`config.mk`:
```
export PLATFORM = sky130hd
export DESIGN_NAME = div_unit_top
export DESIGN_NICKNAME = d
export VERILOG_FILES = /design/src/common/div_pkg.sv /design/src/rtl/div_unit_top.sv /design/src/rtl/div_ctrl.sv /design/src/rtl/div_queue.sv /design/src/div_core/div_uu.sv
export SDC_FILE = /design/constraint.sdc
export NUM_CORES = 1
export LEC_CHECK = 0
export BUFFER_PORTS_ARGS = -buffer_cell sky130_fd_sc_hd__buf_2
export CAP_MARGIN = 20
export CORE_MARGIN = 10
export CORE_UTILIZATION = 41
export DETAILED_ROUTE_END_ITERATION = 8
export PLACE_DENSITY = 0.53
export SLEW_MARGIN = 5
export SYNTH_ARGS = -nofsm -noshare
export SYNTH_HDL_FRONTEND = slang
export SYNTH_SLANG_ARGS = --single-unit
```
`constraint.sdc`:
```
create_clock -name clk -period 12.7 [get_ports clk]
set_input_delay 0.635 -clock clk [delete_from_list [all_inputs] [get_ports clk]]
set_output_delay 0.635 -clock clk [all_outputs]
set_load 0.05 [all_outputs]
```
`src/common/div_pkg.sv`:
```
`default_nettype none

package div_pkg;

	// operand widths, the dividend is twice the divisor
	localparam int div_z_width = 16;
	localparam int div_d_width = 8;

	// AXI4-Lite register byte offsets
	localparam logic [31:0] reg_operands = 32'h00;
	localparam logic [31:0] reg_status   = 32'h04;
	localparam logic [31:0] reg_result   = 32'h08;

	// AXI response codes
	localparam logic [1:0] resp_okay   = 2'b00;
	localparam logic [1:0] resp_slverr = 2'b10;

	// one divide request, 24 bits
	typedef struct packed {
		logic [div_z_width-1:0] z; // dividend
		logic [div_d_width-1:0] d; // divisor
	} div_operand_t;

	// one divide result, 18 bits
	// field order matches the reg_result read layout from bit 17 down
	typedef struct packed {
		logic                   ovf;  // upper dividend half not below divisor
		logic                   div0; // divisor was zero
		logic [div_d_width-1:0] s;    // remainder
		logic [div_d_width-1:0] q;    // quotient
	} div_result_t;

endpackage

`default_nettype wire
```
`src/rtl/div_unit_top.sv`:
```
`timescale 1ns/1ps
`default_nettype none

module div_unit_top #(
	parameter int queue_depth = 8
) (
	input  wire        clk,
	input  wire        rst_n,
	input  wire [31:0] awaddr,
	input  wire        awvalid,
	output logic       awready,
	input  wire [31:0] wdata,
	input  wire [3:0]  wstrb,
	input  wire        wvalid,
	output logic       wready,
	output logic [1:0] bresp,
	output logic       bvalid,
	input  wire        bready,
	input  wire [31:0] araddr,
	input  wire        arvalid,
	output logic       arready,
	output logic [31:0] rdata,
	output logic [1:0] rresp,
	output logic       rvalid,
	input  wire        rready
);

	import div_pkg::*;

	logic         op_push;
	div_operand_t op_data;
	logic         op_full;
	logic         op_pop;
	logic         op_empty;
	div_operand_t op_head;
	logic         ena;
	logic         in_valid;
	div_operand_t in_operand;
	logic         out_valid;
	div_result_t  out_result;
	logic         res_push;
	div_result_t  res_data;
	logic         res_full;
	logic         res_pop;
	logic         res_empty;
	div_result_t  res_head;

	div_ctrl i_div_ctrl (
		.clk, .rst_n,
		.awaddr, .awvalid, .awready, .wdata, .wstrb, .wvalid, .wready,
		.bresp, .bvalid, .bready,
		.araddr, .arvalid, .arready, .rdata, .rresp, .rvalid, .rready,
		.op_push, .op_data, .op_full, .op_pop, .op_empty, .op_head,
		.ena, .in_valid, .in_operand, .out_valid, .out_result,
		.res_push, .res_data, .res_full, .res_pop, .res_empty, .res_head
	);

	div_queue #(.payload_t(div_operand_t), .queue_depth(queue_depth)) i_op_queue (
		.clk, .rst_n,
		.push(op_push), .push_data(op_data), .pop(op_pop),
		.head(op_head), .full(op_full), .empty(op_empty)
	);

	div_uu #(.z_width(div_z_width)) i_div_uu (
		.clk, .rst_n, .ena, .in_valid, .in_operand, .out_valid, .out_result
	);

	div_queue #(.payload_t(div_result_t), .queue_depth(queue_depth)) i_res_queue (
		.clk, .rst_n,
		.push(res_push), .push_data(res_data), .pop(res_pop),
		.head(res_head), .full(res_full), .empty(res_empty)
	);

endmodule

`default_nettype wire

```
`src/rtl/div_ctrl.sv`:
```
`timescale 1ns/1ps
`default_nettype none

module div_ctrl (
	input  wire                        clk,
	input  wire                        rst_n,
	// AXI4-Lite slave
	input  wire [31:0]                 awaddr,
	input  wire                        awvalid,
	output logic                       awready,
	input  wire [31:0]                 wdata,
	input  wire [3:0]                  wstrb,
	input  wire                        wvalid,
	output logic                       wready,
	output logic [1:0]                 bresp,
	output logic                       bvalid,
	input  wire                        bready,
	input  wire [31:0]                 araddr,
	input  wire                        arvalid,
	output logic                       arready,
	output logic [31:0]                rdata,
	output logic [1:0]                 rresp,
	output logic                       rvalid,
	input  wire                        rready,
	// operand queue
	output logic                       op_push,
	output div_pkg::div_operand_t      op_data,
	input  wire                        op_full,
	output logic                       op_pop,
	input  wire                        op_empty,
	input  wire div_pkg::div_operand_t op_head,
	// divider
	output logic                       ena,
	output logic                       in_valid,
	output div_pkg::div_operand_t      in_operand,
	input  wire                        out_valid,
	input  wire div_pkg::div_result_t  out_result,
	// result queue
	output logic                       res_push,
	output div_pkg::div_result_t       res_data,
	input  wire                        res_full,
	output logic                       res_pop,
	input  wire                        res_empty,
	input  wire div_pkg::div_result_t  res_head
);

	import div_pkg::*;

	typedef enum logic [1:0] {
		ch_idle,
		ch_accept, // ready high for one cycle
		ch_resp    // valid held until the host takes it
	} ch_state_t;

	ch_state_t   wr_state;
	ch_state_t   rd_state;
	logic        wr_is_operands;
	logic        wr_lanes_ok;
	logic [1:0]  wr_code;
	logic [31:0] rd_word;
	logic [1:0]  rd_code;

	// write channel
	assign awready = (wr_state == ch_accept);
	assign wready  = (wr_state == ch_accept);
	assign bvalid  = (wr_state == ch_resp);

	assign wr_is_operands = (awaddr == reg_operands);
	assign wr_lanes_ok    = &wstrb[2:0]; // z and d lanes all written
	assign op_data        = '{z: wdata[15:0], d: wdata[23:16]};
	assign op_push        = awready && wr_is_operands && wr_lanes_ok && !op_full;
	assign wr_code        = op_push ? resp_okay : resp_slverr;

	always_ff @(posedge clk)
	begin
		if (!rst_n)
			wr_state <= ch_idle;
		else
		begin
			case (wr_state)
				ch_idle:
					if (awvalid && wvalid)
						wr_state <= ch_accept;
				ch_accept:
				begin
					bresp    <= wr_code;
					wr_state <= ch_resp;
				end
				default:
					if (bready)
						wr_state <= ch_idle;
			endcase
		end
	end

	// read channel
	assign arready = (rd_state == ch_accept);
	assign rvalid  = (rd_state == ch_resp);
	assign res_pop = arready && (araddr == reg_result) && !res_empty;

	always_comb
	begin
		rd_word = '0;
		rd_code = resp_okay;
		if (araddr == reg_status)
			rd_word = {30'b0, res_empty, op_full};
		else if (araddr == reg_result)
		begin
			if (!res_empty)
				rd_word = {1'b1, 13'b0, res_head}; // bit 31 marks a result
		end
		else
			rd_code = resp_slverr;
	end

	always_ff @(posedge clk)
	begin
		if (!rst_n)
			rd_state <= ch_idle;
		else
		begin
			case (rd_state)
				ch_idle:
					if (arvalid)
						rd_state <= ch_accept;
				ch_accept:
				begin
					rdata    <= rd_word;
					rresp    <= rd_code;
					rd_state <= ch_resp;
				end
				default:
					if (rready)
						rd_state <= ch_idle;
			endcase
		end
	end

	// pipe runs while the result queue has room
	assign ena        = !res_full;
	assign op_pop     = ena && !op_empty;
	assign in_valid   = op_pop;
	assign in_operand = op_head;
	assign res_push   = ena && out_valid;
	assign res_data   = out_result;

endmodule

`default_nettype wire

```
`src/rtl/div_queue.sv`:
```
`timescale 1ns/1ps
`default_nettype none

module div_queue #(
	parameter type payload_t   = logic [7:0],
	parameter int  queue_depth = 8
) (
	input  wire           clk,
	input  wire           rst_n,
	input  wire           push,
	input  wire payload_t push_data,
	input  wire           pop,
	output payload_t      head,
	output logic          full,
	output logic          empty
);

	localparam int aw = $clog2(queue_depth);

	payload_t        mem [queue_depth];
	logic [aw:0]     wr_ptr; // extra msb tells full from empty
	logic [aw:0]     rd_ptr;

	// storage has no reset, only the pointers
	always_ff @(posedge clk)
	begin
		if (push)
			mem[wr_ptr[aw-1:0]] <= push_data;
	end

	always_ff @(posedge clk)
	begin
		if (!rst_n)
		begin
			wr_ptr <= '0;
			rd_ptr <= '0;
		end
		else
		begin
			if (push)
				wr_ptr <= wr_ptr + 1'b1;
			if (pop)
				rd_ptr <= rd_ptr + 1'b1;
		end
	end

	assign head  = mem[rd_ptr[aw-1:0]]; // valid while not empty
	assign empty = (wr_ptr == rd_ptr);
	// same index, wrapped a different number of times
	assign full  = (wr_ptr[aw] != rd_ptr[aw]) && (wr_ptr[aw-1:0] == rd_ptr[aw-1:0]);

endmodule

`default_nettype wire

```
`src/div_core/div_uu.sv`:
```
`timescale 1ns/1ps
`default_nettype none

module div_uu #(
	parameter int z_width = 16
) (
	input  wire                       clk,
	input  wire                       rst_n,
	input  wire                       ena,        // freezes every stage when low
	input  wire                       in_valid,
	input  wire div_pkg::div_operand_t in_operand,
	output logic                      out_valid,
	output div_pkg::div_result_t      out_result
);

	import div_pkg::*;

	localparam int d_width = z_width / 2;

	// shift, then add or subtract depending on the sign
	function automatic logic [z_width:0] gen_s(input logic [z_width:0] si,
		input logic [z_width:0] di);
		logic [z_width:0] shifted;
		shifted = {si[z_width-1:0], 1'b0};
		if (si[z_width])
			gen_s = shifted + di;
		else
			gen_s = shifted - di;
	endfunction

	// append one quotient bit, set when the new remainder is not negative
	function automatic logic [d_width-1:0] gen_q(input logic [d_width-1:0] qi,
		input logic [z_width:0] si);
		gen_q = {qi[d_width-2:0], ~si[z_width]};
	endfunction

	// final correction of a negative remainder
	function automatic logic [d_width-1:0] assign_s(input logic [z_width:0] si,
		input logic [z_width:0] di);
		logic [z_width:0] tmp;
		if (si[z_width])
			tmp = si + di;
		else
			tmp = si;
		assign_s = tmp[z_width-1:z_width-d_width];
	endfunction

	logic [z_width:0]   s_in;
	logic [z_width:0]   d_in;
	logic               div0_in;
	logic               ovf_in;

	logic [z_width:0]   s_pipe    [1:d_width];
	logic [z_width:0]   d_pipe    [1:d_width];
	logic [d_width-1:0] q_pipe    [1:d_width-1]; // lags s_pipe by one stage
	logic               div0_pipe [1:d_width];
	logic               ovf_pipe  [1:d_width];
	logic [d_width:1]   valid_pipe;

	// entry stage, divisor aligned to the upper dividend half
	assign s_in    = {1'b0, in_operand.z};
	assign d_in    = {1'b0, in_operand.d, {(z_width-d_width){1'b0}}};
	assign div0_in = ~|in_operand.d;
	assign ovf_in  = !(in_operand.z[z_width-1:d_width] < in_operand.d);

	// data stages
	always_ff @(posedge clk)
	begin
		if (ena)
		begin
			s_pipe[1]    <= gen_s(s_in, d_in);
			d_pipe[1]    <= d_in;
			div0_pipe[1] <= div0_in;
			ovf_pipe[1]  <= ovf_in;
			q_pipe[1]    <= gen_q('0, s_pipe[1]);
			for (int n = 2; n <= d_width; n++)
			begin
				s_pipe[n]    <= gen_s(s_pipe[n-1], d_pipe[n-1]);
				d_pipe[n]    <= d_pipe[n-1];
				div0_pipe[n] <= div0_pipe[n-1];
				ovf_pipe[n]  <= ovf_pipe[n-1];
			end
			for (int n = 2; n < d_width; n++)
				q_pipe[n] <= gen_q(q_pipe[n-1], s_pipe[n]);

			// output register, the ninth enabled cycle
			out_result.q    <= gen_q(q_pipe[d_width-1], s_pipe[d_width]);
			out_result.s    <= assign_s(s_pipe[d_width], d_pipe[d_width]);
			out_result.div0 <= div0_pipe[d_width];
			out_result.ovf  <= ovf_pipe[d_width];
		end
	end

	// valid travels alongside the data
	always_ff @(posedge clk)
	begin
		if (!rst_n)
		begin
			valid_pipe <= '0;
			out_valid  <= 1'b0;
		end
		else if (ena)
		begin
			valid_pipe <= {valid_pipe[d_width-1:1], in_valid};
			out_valid  <= valid_pipe[d_width];
		end
	end

endmodule

`default_nettype wire

```
==> results of run 1 <==
## layout make-up
class | instances | area, um^2 | share of cell area [%]
clock buffers | 86 | 1790 | 5.99
well taps | 846 | 1060 | 3.54
repair buffers | 147 | 813 | 2.72
multi-input cells | 826 | 7380 | 24.7
inverters | 73 | 282 | 0.941
flip-flops and latches | 618 | 18200 | 60.9
clock inverters | 38 | 365 | 1.22
diodes | 1 | 2.50 | 0.00837
## through the flow
stage	std cells	cell area, um^2	hold WS (ns)	total power [uW]
after CTS	2633	29900	0.253	6710
after detailed placement	2509	27700	0.405	4770
after global routing	2634	29900	0.275	7040
final	2635	29900	0.295	6600
after floorplan	1571	26100	0.400	4360
after global placement	2508	27700	0.402	4740
## path summary, 6_finish.rpt
check / startpoint / end / slack [ns] / cells past startpoint
worst max-delay path: register / i_div_uu.s_pipe[0][33] / 8.73 / 11
worst min-delay path: wdata[23] / i_op_queue.mem[7][7] / 0.29 / 1
worst max register to register: register / i_div_uu.s_pipe[0][33] / 8.73 / 11
worst min register to register: i_div_uu.q_pipe[3][0] / i_div_uu.q_pipe[4][1] / 0.42 / 0
## flip-flops by register name (all words and copies together), names as in the netlist, named ones only
register,count
i_op_queue.mem,192
i_res_queue.mem,144
i_div_uu.s_pipe,100
i_div_uu.d_pipe,64
i_div_uu.q_pipe,28
i_div_ctrl.rdata,19
i_div_uu.out_result,18
i_div_uu.div0_pipe,8
i_div_uu.ovf_pipe,8
i_div_uu.valid_pipe,8
i_op_queue.rd_ptr,4
i_op_queue.wr_ptr,4
i_res_queue.rd_ptr,4
i_res_queue.wr_ptr,4
i_div_ctrl.rd_state,2
i_div_ctrl.wr_state,2
i_div_ctrl.bresp,1
i_div_ctrl.rresp,1
i_div_uu.out_valid,1
## worst reg2reg max path, cell delays in order (launching register included)
cell and delay, ns:
sky130_fd_sc_hd__dfxtp_4 0.53, sky130_fd_sc_hd__buf_4 0.64, sky130_fd_sc_hd__mux4_2 0.59, sky130_fd_sc_hd__mux2i_1 0.45
sky130_fd_sc_hd__inv_1 0.16, sky130_fd_sc_hd__fa_1 0.43, sky130_fd_sc_hd__nor2b_1 0.12, sky130_fd_sc_hd__o21ai_0 0.11
sky130_fd_sc_hd__a21boi_0 0.27, sky130_fd_sc_hd__o21a_1 0.18, sky130_fd_sc_hd__o41a_1 0.16, sky130_fd_sc_hd__xnor2_1 0.06
## layer usage
metal	vias to the layer above	track usage, %	routed length (um)
li1	6296	-	-
met1	6506	15.9	20600
met2	177	24.2	25500
met3	91	2.94	1860
met4	4	3.85	1090
met5	-	0	27
## synth_stat cells, drive strengths merged (4+ instances only)
library cell / instances
edfxtp: 583
nor2: 115
ha: 91
mux4: 84
inv: 72
xnor2: 68
nand2: 61
xor2: 52
a21oi: 45
buf: 36
nor3: 36
dfxtp: 35
mux2i: 29
o21ai: 29
mux2: 25
nor4: 25
nor2b: 23
a21boi: 19
clkbuf: 18
a21o: 13
and2: 12
o41ai: 10
fa: 9
nand4: 8
nand2b: 7
o21a: 6
nor3b: 5
nand3: 4
o41a: 4
## cells in the final DEF, fill, tap and decap left out, types with 5 or more instances in the layout
cell	count
sky130_fd_sc_hd__edfxtp_1	583
sky130_fd_sc_hd__clkinv_1	19
sky130_fd_sc_hd__mux2i_1	28
sky130_fd_sc_hd__nand2_1	61
sky130_fd_sc_hd__buf_2	124
sky130_fd_sc_hd__buf_4	22
sky130_fd_sc_hd__o41ai_1	10
sky130_fd_sc_hd__nand4_1	8
sky130_fd_sc_hd__clkbuf_16	69
sky130_fd_sc_hd__mux2_2	25
sky130_fd_sc_hd__nor4_1	23
sky130_fd_sc_hd__ha_1	91
sky130_fd_sc_hd__clkbuf_1	17
sky130_fd_sc_hd__nor2b_1	23
sky130_fd_sc_hd__clkinv_2	6
sky130_fd_sc_hd__xor2_1	52
sky130_fd_sc_hd__o21a_1	6
sky130_fd_sc_hd__nor2_1	109
sky130_fd_sc_hd__a21boi_0	19
sky130_fd_sc_hd__o21ai_0	28
sky130_fd_sc_hd__nor3_1	32
sky130_fd_sc_hd__and2_1	12
sky130_fd_sc_hd__dfxtp_1	32
sky130_fd_sc_hd__bufinv_16	5
sky130_fd_sc_hd__fa_1	9
sky130_fd_sc_hd__nand2b_1	7
sky130_fd_sc_hd__xnor2_1	68
sky130_fd_sc_hd__a21o_1	13
sky130_fd_sc_hd__conb_1	15
sky130_fd_sc_hd__mux4_2	81
sky130_fd_sc_hd__a21oi_1	44
sky130_fd_sc_hd__inv_1	71
## cells by family (layout without fill, tap and decap cells)
kind of cell,after synthesis,after routing,synth area share (%)
flops,618,618,69.9
simple gates,310,310,5.70
compound gates,143,143,3.56
xor+xnor,120,120,4.03
other cells,1,16,0.0144
fa+ha+maj,100,100,5.06
mux,138,138,9.55
buf+inv,127,344,2.21
## power groups by stage
stage          clock network (uW)  logic [uW]  registers (uW)
6_report                     1900        1710            2990
5_1_grt                      2040        1960            3040
4_1_cts                      1950        1750            3000
3_5_place_dp                    0        1730            3040
3_3_place_gp                    0        1710            3030
2_1_floorplan                   0        1440            2920
==> impl_metrics.prom, run 1 <==
# TYPE chip_impl_metric gauge
chip_impl_metric{name="gr-usage-all-layers",unit="%"} 13.4
chip_impl_metric{name="cts.hold.buffers_added",unit=""} 0
chip_impl_metric{name="dr.first_iter.drc_count",unit=""} 614
chip_impl_metric{name="placement.io_buffers",unit=""} 123
chip_impl_info{name="critical_path.endpoint_type",value="register"} 1
chip_impl_metric{name="maximum_ir_drop_on_the_vdd_rail",unit="mV"} 0.118
chip_impl_metric{name="maximum_level_of_the_cts_h_tree",unit=""} 3
chip_impl_metric{name="drc",unit=""} 0
chip_impl_metric{name="via_count",unit=""} 13100
chip_impl_metric{name="post_synth.cell_area_avg",unit="um^2"} 16.7
chip_impl_metric{name="final.min_clock_period",unit="ns"} 3.97
chip_impl_metric{name="grt_start_max_net_pins",unit=""} 91
chip_impl_metric{name="ant_nets",unit=""} 0
chip_impl_metric{name="asyncSetResetFlopFracSynth",unit="%"} 0
chip_impl_metric{name="drtPass1Iterations",unit=""} 4
chip_impl_metric{name="routed_via_density",unit=""} 4.96
chip_impl_metric{name="maxSlewViolCount",unit=""} 0
chip_impl_info{name="run_status",value="completed"} 1
chip_impl_metric{name="max-clock-path-buffers",unit=""} 3
chip_impl_metric{name="timing_worst_slew_pin_value",unit="ns"} 1.00
chip_impl_metric{name="gpl.final_weighted_congestion",unit=""} 0.758
chip_impl_metric{name="library_cells_used_by_synthesis",unit=""} 60
chip_impl_info{name="clock_tree_from_tritoncts",value="built"} 1
chip_impl_metric{name="detailedPlace.worstSlack",unit="ns"} 8.59
chip_impl_metric{name="proportion_of_layout_cells_with_a_drive_suffix_above_1",unit="%"} 20.4
chip_impl_metric{name="congestion_overflow_gr",unit=""} 0
chip_impl_metric{name="hpwlAfterDp",unit="mm"} 30.7
chip_impl_metric{name="synth_enable_flop_cells",unit=""} 583
chip_impl_metric{name="insertion_delay",unit="ns"} 0.61
chip_impl_metric{name="power.switching_fraction",unit="%"} 28.6
chip_impl_info{name="synth_top_cells_by_area",value="sky130_fd_sc_hd__edfxtp_1 (67%), sky130_fd_sc_hd__mux4_2 (7.0%), sky130_fd_sc_hd__ha_1 (4.4%), sky130_fd_sc_hd__dfxtp_1 (2.7%), sky130_fd_sc_hd__xnor2_1 (2.3%)"} 1
chip_impl_metric{name="crit_fanout",unit=""} 34
chip_impl_metric{name="area_delta_synth_final",unit="%"} 14.8
chip_impl_metric{name="fillCellCount",unit=""} 5419
chip_impl_metric{name="dieArea",unit="mm^2"} 0.0740
chip_impl_info{name="path_cells",value="buf_4 -> mux4_2 -> mux2i_1 -> inv_1 -> fa_1 -> nor2b_1 -> o21ai_0 -> a21boi_0 -> o21a_1 -> o41a_1 -> xnor2_1"} 1
chip_impl_metric{name="critical_path.max_stage_delay",unit="ns"} 0.64
chip_impl_metric{name="post_synthesis_sequential_element_count",unit=""} 618
chip_impl_metric{name="die_h",unit="um"} 272
chip_impl_metric{name="initial_core_util",unit="%"} 41.4
chip_impl_info{name="slowest_cell_on_crit_path",value="sky130_fd_sc_hd__buf_4"} 1
chip_impl_metric{name="cts_resized",unit=""} 0
chip_impl_metric{name="global_route_wire_length_before_repair",unit="mm"} 77.9
chip_impl_metric{name="switchingPower",unit="uW"} 1890
chip_impl_metric{name="grt_antenna_before_repair",unit=""} 5
chip_impl_metric{name="floorplan.die.width",unit="um"} 272
chip_impl_metric{name="worstPathRequired",unit="ns"} 13.04
chip_impl_metric{name="final_nets",unit=""} 1942
chip_impl_metric{name="placeableCoreArea",unit="mm^2"} 0.0630
chip_impl_metric{name="post-route-period-util",unit="%"} 31.3
chip_impl_metric{name="achievable-frequency",unit="GHz"} 0.252
chip_impl_metric{name="worst_ep_arrival_time",unit="ns"} 4.31
chip_impl_metric{name="ys.warnings.count",unit=""} 0
chip_impl_info{name="post-synth-top-area-cell",value="sky130_fd_sc_hd__edfxtp_1"} 1
chip_impl_metric{name="drt_wl_total",unit="mm"} 49.2
chip_impl_metric{name="power.clock.fraction",unit="%"} 28.8
chip_impl_metric{name="power.density",unit="mW/mm^2"} 221
chip_impl_metric{name="report.final.setup_viol",unit=""} 0
chip_impl_info{name="hold_path.class",value="primary input to register"} 1
chip_impl_metric{name="post_cts_buffers",unit=""} 0
chip_impl_info{name="criticalPathCategory",value="register to register"} 1
chip_impl_info{name="dominantRegCellSynth",value="sky130_fd_sc_hd__edfxtp_1"} 1
chip_impl_metric{name="fin_ws",unit="ns"} 8.73
chip_impl_metric{name="timing.clock.skew",unit="ns"} 0.0272
chip_impl_metric{name="clkSlewWorstSetupHoldPaths",unit="ns"} 0.06
chip_impl_metric{name="cts_sinks",unit=""} 618
chip_impl_metric{name="placementRows",unit=""} 92
chip_impl_metric{name="wl_per_cell",unit="um"} 18.7
chip_impl_metric{name="final_hold_viol_count",unit=""} 0
chip_impl_metric{name="number_of_global_route_vias_before_repair",unit=""} 13700
chip_impl_metric{name="boundaryPins",unit=""} 148
chip_impl_metric{name="timing.max_slew.rel_slack",unit="%"} 32.9
chip_impl_info{name="grt_setup_unrepaired",value="false"} 1
chip_impl_metric{name="cell_internal_pwr",unit="uW"} 4710
chip_impl_metric{name="post_synth_instance_area",unit="mm^2"} 0.0261
chip_impl_metric{name="share_of_the_core_filled_with_cells_in_the_final_layout",unit="%"} 47.5
chip_impl_metric{name="seq_power_share",unit="%"} 45.3
chip_impl_metric{name="maxCapViolCount",unit=""} 0
chip_impl_metric{name="tritoncts.num_buffers",unit=""} 69
chip_impl_metric{name="fin_setup_tns",unit="ns"} 0
chip_impl_metric{name="worst-path-buf-inv",unit=""} 2
chip_impl_metric{name="synthCells",unit=""} 1557
chip_impl_metric{name="power_frac_comb",unit="%"} 25.9
chip_impl_metric{name="power.static_leakage",unit="uW"} 0.0106
chip_impl_metric{name="synth_largest_type_area_fraction",unit="%"} 67.2
chip_impl_metric{name="synth-seq-area-share",unit="%"} 69.9
chip_impl_info{name="ctsRootBufferMaster",value="sky130_fd_sc_hd__clkbuf_16"} 1
chip_impl_info{name="worst_path_dominant_cell_family",value="multiplexers"} 1
chip_impl_info{name="critical_path.startpoint_type",value="register"} 1
Power figures use the tool's default switching activity.
==> inputs of run 2 (changes only) <==
--- a/config.mk
+++ b/config.mk
@@ -5,12 +5,13 @@
 export SDC_FILE = /design/constraint.sdc
 export NUM_CORES = 1
 export LEC_CHECK = 0
+export ABC_AREA = 1
 export BUFFER_PORTS_ARGS = -buffer_cell sky130_fd_sc_hd__buf_2
 export CAP_MARGIN = 20
 export CORE_MARGIN = 10
 export CORE_UTILIZATION = 41
 export DETAILED_ROUTE_END_ITERATION = 8
-export PLACE_DENSITY = 0.53
+export PLACE_DENSITY = 0.55
 export SLEW_MARGIN = 5
 export SYNTH_ARGS = -nofsm -noshare
 export SYNTH_HDL_FRONTEND = slang
==> constraint.sdc (replaced) <==
create_clock -name clk -period 3.3 [get_ports clk]
set_input_delay 0.165 -clock clk [delete_from_list [all_inputs] [get_ports clk]]
set_output_delay 0.165 -clock clk [all_outputs]
set_load 0.05 [all_outputs]
==> run 2 against run 1 <==
  * Sequential power grew to 4.2 times the previous value
  * Routed wire length up 12%
  * Sequential share of layout area shrank 2.1 points
  * Via count grew 24%
  * First-iteration DRC count grew 58%
  * Critical endpoint unchanged
  * Sequential cell count is the same
  * Register-to-register slack got worse by 8.3 ns
  * Maximum frequency up 38%
  * Largest cell class unchanged
  * Die area is 2.4% higher
  * Critical path type unchanged
  * Largest power group unchanged
==> impl_metrics.prom, run 2 <==
# TYPE chip_impl_metric gauge
chip_impl_metric{name="ys.warnings.count",unit=""} 0
chip_impl_metric{name="synth_largest_type_area_fraction",unit="%"} 65.5
chip_impl_metric{name="report.final.setup_viol",unit=""} 0
chip_impl_metric{name="clkSlewWorstSetupHoldPaths",unit="ns"} 0.06
chip_impl_metric{name="wl_per_cell",unit="um"} 16.7
chip_impl_info{name="criticalPathCategory",value="register to register"} 1
chip_impl_metric{name="tritoncts.num_buffers",unit=""} 69
chip_impl_metric{name="achievable-frequency",unit="GHz"} 0.348
chip_impl_info{name="synth.top_cells.by_count",value="sky130_fd_sc_hd__edfxtp_1 (583), sky130_fd_sc_hd__nor2_1 (341), sky130_fd_sc_hd__nand2_1 (258), sky130_fd_sc_hd__inv_1 (164), sky130_fd_sc_hd__o21ai_0 (163)"} 1
chip_impl_metric{name="synthCells",unit=""} 2181
chip_impl_metric{name="dr.first_iter.drc_count",unit=""} 968
chip_impl_metric{name="post_cts_buffers",unit=""} 0
chip_impl_metric{name="hpwlAfterDp",unit="mm"} 34.7
chip_impl_metric{name="drt_wl_total",unit="mm"} 55.1
chip_impl_metric{name="maxSlewViolCount",unit=""} 0
chip_impl_info{name="critical_path.startpoint_type",value="register"} 1
chip_impl_metric{name="proportion_of_layout_cells_with_a_drive_suffix_above_1",unit="%"} 13.0
chip_impl_info{name="worst_path_dominant_cell_family",value="adder cells"} 1
chip_impl_metric{name="maximum_level_of_the_cts_h_tree",unit=""} 3
chip_impl_metric{name="asyncSetResetFlopFracSynth",unit="%"} 0
chip_impl_metric{name="grt_antenna_before_repair",unit=""} 0
chip_impl_metric{name="power.static_leakage",unit="uW"} 0.0119
chip_impl_metric{name="post_synthesis_sequential_element_count",unit=""} 618
chip_impl_metric{name="die_h",unit="um"} 275
chip_impl_metric{name="maxCapViolCount",unit=""} 0
chip_impl_metric{name="boundaryPins",unit=""} 148
chip_impl_info{name="hold_path.class",value="primary input to register"} 1
chip_impl_metric{name="initial_core_util",unit="%"} 41.5
chip_impl_metric{name="critical_path.max_stage_delay",unit="ns"} 0.43
chip_impl_metric{name="congestion_overflow_gr",unit=""} 0
chip_impl_metric{name="gr-usage-all-layers",unit="%"} 14.6
chip_impl_metric{name="ant_nets",unit=""} 0
chip_impl_metric{name="worstPathRequired",unit="ns"} 3.65
chip_impl_metric{name="dp.cells",unit=""} 3137
chip_impl_metric{name="floorplan.die.width",unit="um"} 275
chip_impl_metric{name="worst_ep_arrival_time",unit="ns"} 3.23
chip_impl_metric{name="gpl.final_weighted_congestion",unit=""} 0.806
chip_impl_metric{name="final_nets",unit=""} 2590
chip_impl_metric{name="max-clock-path-buffers",unit=""} 3
chip_impl_info{name="synth_top_cells_by_area",value="sky130_fd_sc_hd__edfxtp_1 (66%), sky130_fd_sc_hd__nor2_1 (4.8%), sky130_fd_sc_hd__ha_1 (4.3%), sky130_fd_sc_hd__nand2_1 (3.6%), sky130_fd_sc_hd__o21ai_0 (3.1%)"} 1
chip_impl_info{name="critical_path.most_common_cell",value="sky130_fd_sc_hd__nand2_1"} 1
chip_impl_info{name="yosys.cell_count.top_type",value="sky130_fd_sc_hd__edfxtp_1"} 1
chip_impl_metric{name="maximum_ir_drop_on_the_vdd_rail",unit="mV"} 0.472
chip_impl_metric{name="synth-seq-area-share",unit="%"} 68.1
chip_impl_metric{name="placement.io_buffers",unit=""} 123
chip_impl_info{name="post-synth-top-area-cell",value="sky130_fd_sc_hd__edfxtp_1"} 1
chip_impl_metric{name="timing.clock.skew",unit="ns"} 0.0274
chip_impl_info{name="critical_path.endpoint_type",value="register"} 1
chip_impl_metric{name="dieArea",unit="mm^2"} 0.0758
chip_impl_metric{name="placementRows",unit=""} 93
chip_impl_info{name="path_cells",value="buf_12 -> o21ai_0 -> o221ai_1 -> o21ai_1 -> ha_1 -> fa_1 -> nand3b_1 -> nand2_1 -> nand2_1 -> nand2_1 -> nand2_1 -> nand2_1 -> a21oi_1 -> xnor2_1"} 1
chip_impl_info{name="layout.cells.most_common_list",value="sky130_fd_sc_hd__edfxtp_1 (583), sky130_fd_sc_hd__nor2_1 (339), sky130_fd_sc_hd__nand2_1 (258)"} 1
chip_impl_metric{name="drc",unit=""} 0
chip_impl_info{name="ctsRootBufferMaster",value="sky130_fd_sc_hd__clkbuf_16"} 1
chip_impl_metric{name="crit_fanout",unit=""} 69
chip_impl_metric{name="post_synth_instance_area",unit="mm^2"} 0.0267
chip_impl_metric{name="timing_worst_slew_pin_value",unit="ns"} 0.879
chip_impl_metric{name="share_of_the_core_filled_with_cells_in_the_final_layout",unit="%"} 48.0
chip_impl_metric{name="insertion_delay",unit="ns"} 0.61
chip_impl_metric{name="cts_sinks",unit=""} 618
chip_impl_metric{name="placeableCoreArea",unit="mm^2"} 0.0645
chip_impl_info{name="clock_tree_from_tritoncts",value="built"} 1
chip_impl_metric{name="number_of_global_route_vias_before_repair",unit=""} 16500
chip_impl_metric{name="cts_resized",unit=""} 0
chip_impl_info{name="run_status",value="completed"} 1
chip_impl_info{name="dominantRegCellSynth",value="sky130_fd_sc_hd__edfxtp_1"} 1
chip_impl_metric{name="synth_enable_flop_cells",unit=""} 583
chip_impl_metric{name="instances_no_fill",unit=""} 3291
chip_impl_metric{name="routed_via_density",unit=""} 4.92
chip_impl_metric{name="worst-path-buf-inv",unit=""} 1
chip_impl_metric{name="area_delta_synth_final",unit="%"} 15.9
chip_impl_metric{name="largest_reg_flops",unit=""} 192
chip_impl_info{name="layout.cells.most_common",value="sky130_fd_sc_hd__edfxtp_1"} 1
chip_impl_metric{name="library_cells_used_by_synthesis",unit=""} 46
chip_impl_metric{name="post_synth.cell_area_avg",unit="um^2"} 12.3
chip_impl_metric{name="timing.max_slew.rel_slack",unit="%"} 41.4
chip_impl_info{name="grt_setup_unrepaired",value="false"} 1
chip_impl_metric{name="power.density",unit="mW/mm^2"} 978
chip_impl_info{name="slowest_cell_on_crit_path",value="sky130_fd_sc_hd__fa_1"} 1
chip_impl_metric{name="drtPass1Iterations",unit=""} 5
chip_impl_metric{name="global_route_wire_length_before_repair",unit="mm"} 88.4
chip_impl_metric{name="final.min_clock_period",unit="ns"} 2.87
chip_impl_metric{name="final_hold_viol_count",unit=""} 0
chip_impl_metric{name="post-route-period-util",unit="%"} 87.1
chip_impl_metric{name="grt_start_max_net_pins",unit=""} 164
chip_impl_metric{name="via_count",unit=""} 16200
run 2: changes by cell type in the layout (fill, tap and decap cells not counted), sizes merged, moves of 53 or more:
cell,delta
o21ai,+157
inv,+99
nand2,+202
mux4,-84
nor2,+230
nand3,+53
run 2: cells by family after synthesis:
group	Yosys count	share of synthesized area (%)
other	1	0.0140
XOR/XNOR	109	3.57
buffers and inverters	259	4.35
AO/OA/AOI/OAI	396	8.51
flip-flops	618	68.1
AND/OR/NAND/NOR	698	10.5
adder cells (fa/ha/maj)	100	4.94
run 2: tightest hold or removal path, stage by stage:
cell                      delay, ns
sky130_fd_sc_hd__buf_2         0.08
sky130_fd_sc_hd__nor2_1        0.03
sky130_fd_sc_hd__nand2_1       0.07
sky130_fd_sc_hd__nor4_1        0.11
sky130_fd_sc_hd__nor2_1        0.09
run 2: per-layer routing:
| metal | part of all wire (%) | track usage (%) | up-vias |
|---|---|---|---|
| li1 | - | - | 8079 |
| met1 | 43 | 17.6 | 7806 |
| met2 | 52 | 26.3 | 232 |
| met5 | 0 | 0 | - |
| met3 | 3.6 | 2.74 | 78 |
| met4 | 2.2 | 4.39 | 0 |
run 2: final cells by class:
cell class,instances,area (um^2)
inverters,174,657
diodes,1,2.50
repair buffers,202,1330
flip-flops and latches,618,18200
well taps,855,1070
multi-input cells,1318,7480
fillers,5691,33500
clock buffers,83,1820
clock inverters,40,398
run 2: final timing paths:
check / start / cells past startpoint / to / slack (ns)
setup / recovery: register / 14 / i_div_uu.s_pipe[0][33] / 0.43
hold / removal: araddr[4] / 5 / i_div_ctrl.rresp[1] / 0.06
setup reg to reg: register / 14 / i_div_uu.s_pipe[0][33] / 0.43
hold reg to reg: i_div_uu.q_pipe[4][3] / 0 / i_div_uu.q_pipe[5][4] / 0.41
run 2: where the power goes:
| group | switching [uW] | total [uW] | internal [uW] |
|---|---|---|---|
| logic | 6150 | 10400 | 4210 |
| clock network | 3060 | 7430 | 4370 |
| registers | 1080 | 12500 | 11400 |
run 2: timing repair:
item	4_1_cts	5_1_grt
hold buffers	30	0
setup endpoints to repair	0	0
endpoints found under the hold margin	212	0
run 2: through the flow:
| stage | setup WS (ns) | TNS, ns | area, um^2 | total power, uW | hold WS (ns) |
|---|---|---|---|---|---|
| after global routing | 0.0884 | 0 | 31000 | 32700 | 0.0810 |
| final | 0.426 | 0 | 31000 | 30300 | 0.0617 |
| after floorplan | -0.873 | -67.54 | 26800 | 20400 | 0.264 |
| after global placement | 0.497 | 0 | 28400 | 22800 | 0.403 |
| after detailed placement | 0.453 | 0 | 28400 | 23100 | 0.405 |
| after CTS | 0.420 | 0 | 31000 | 30700 | 0.0298 |
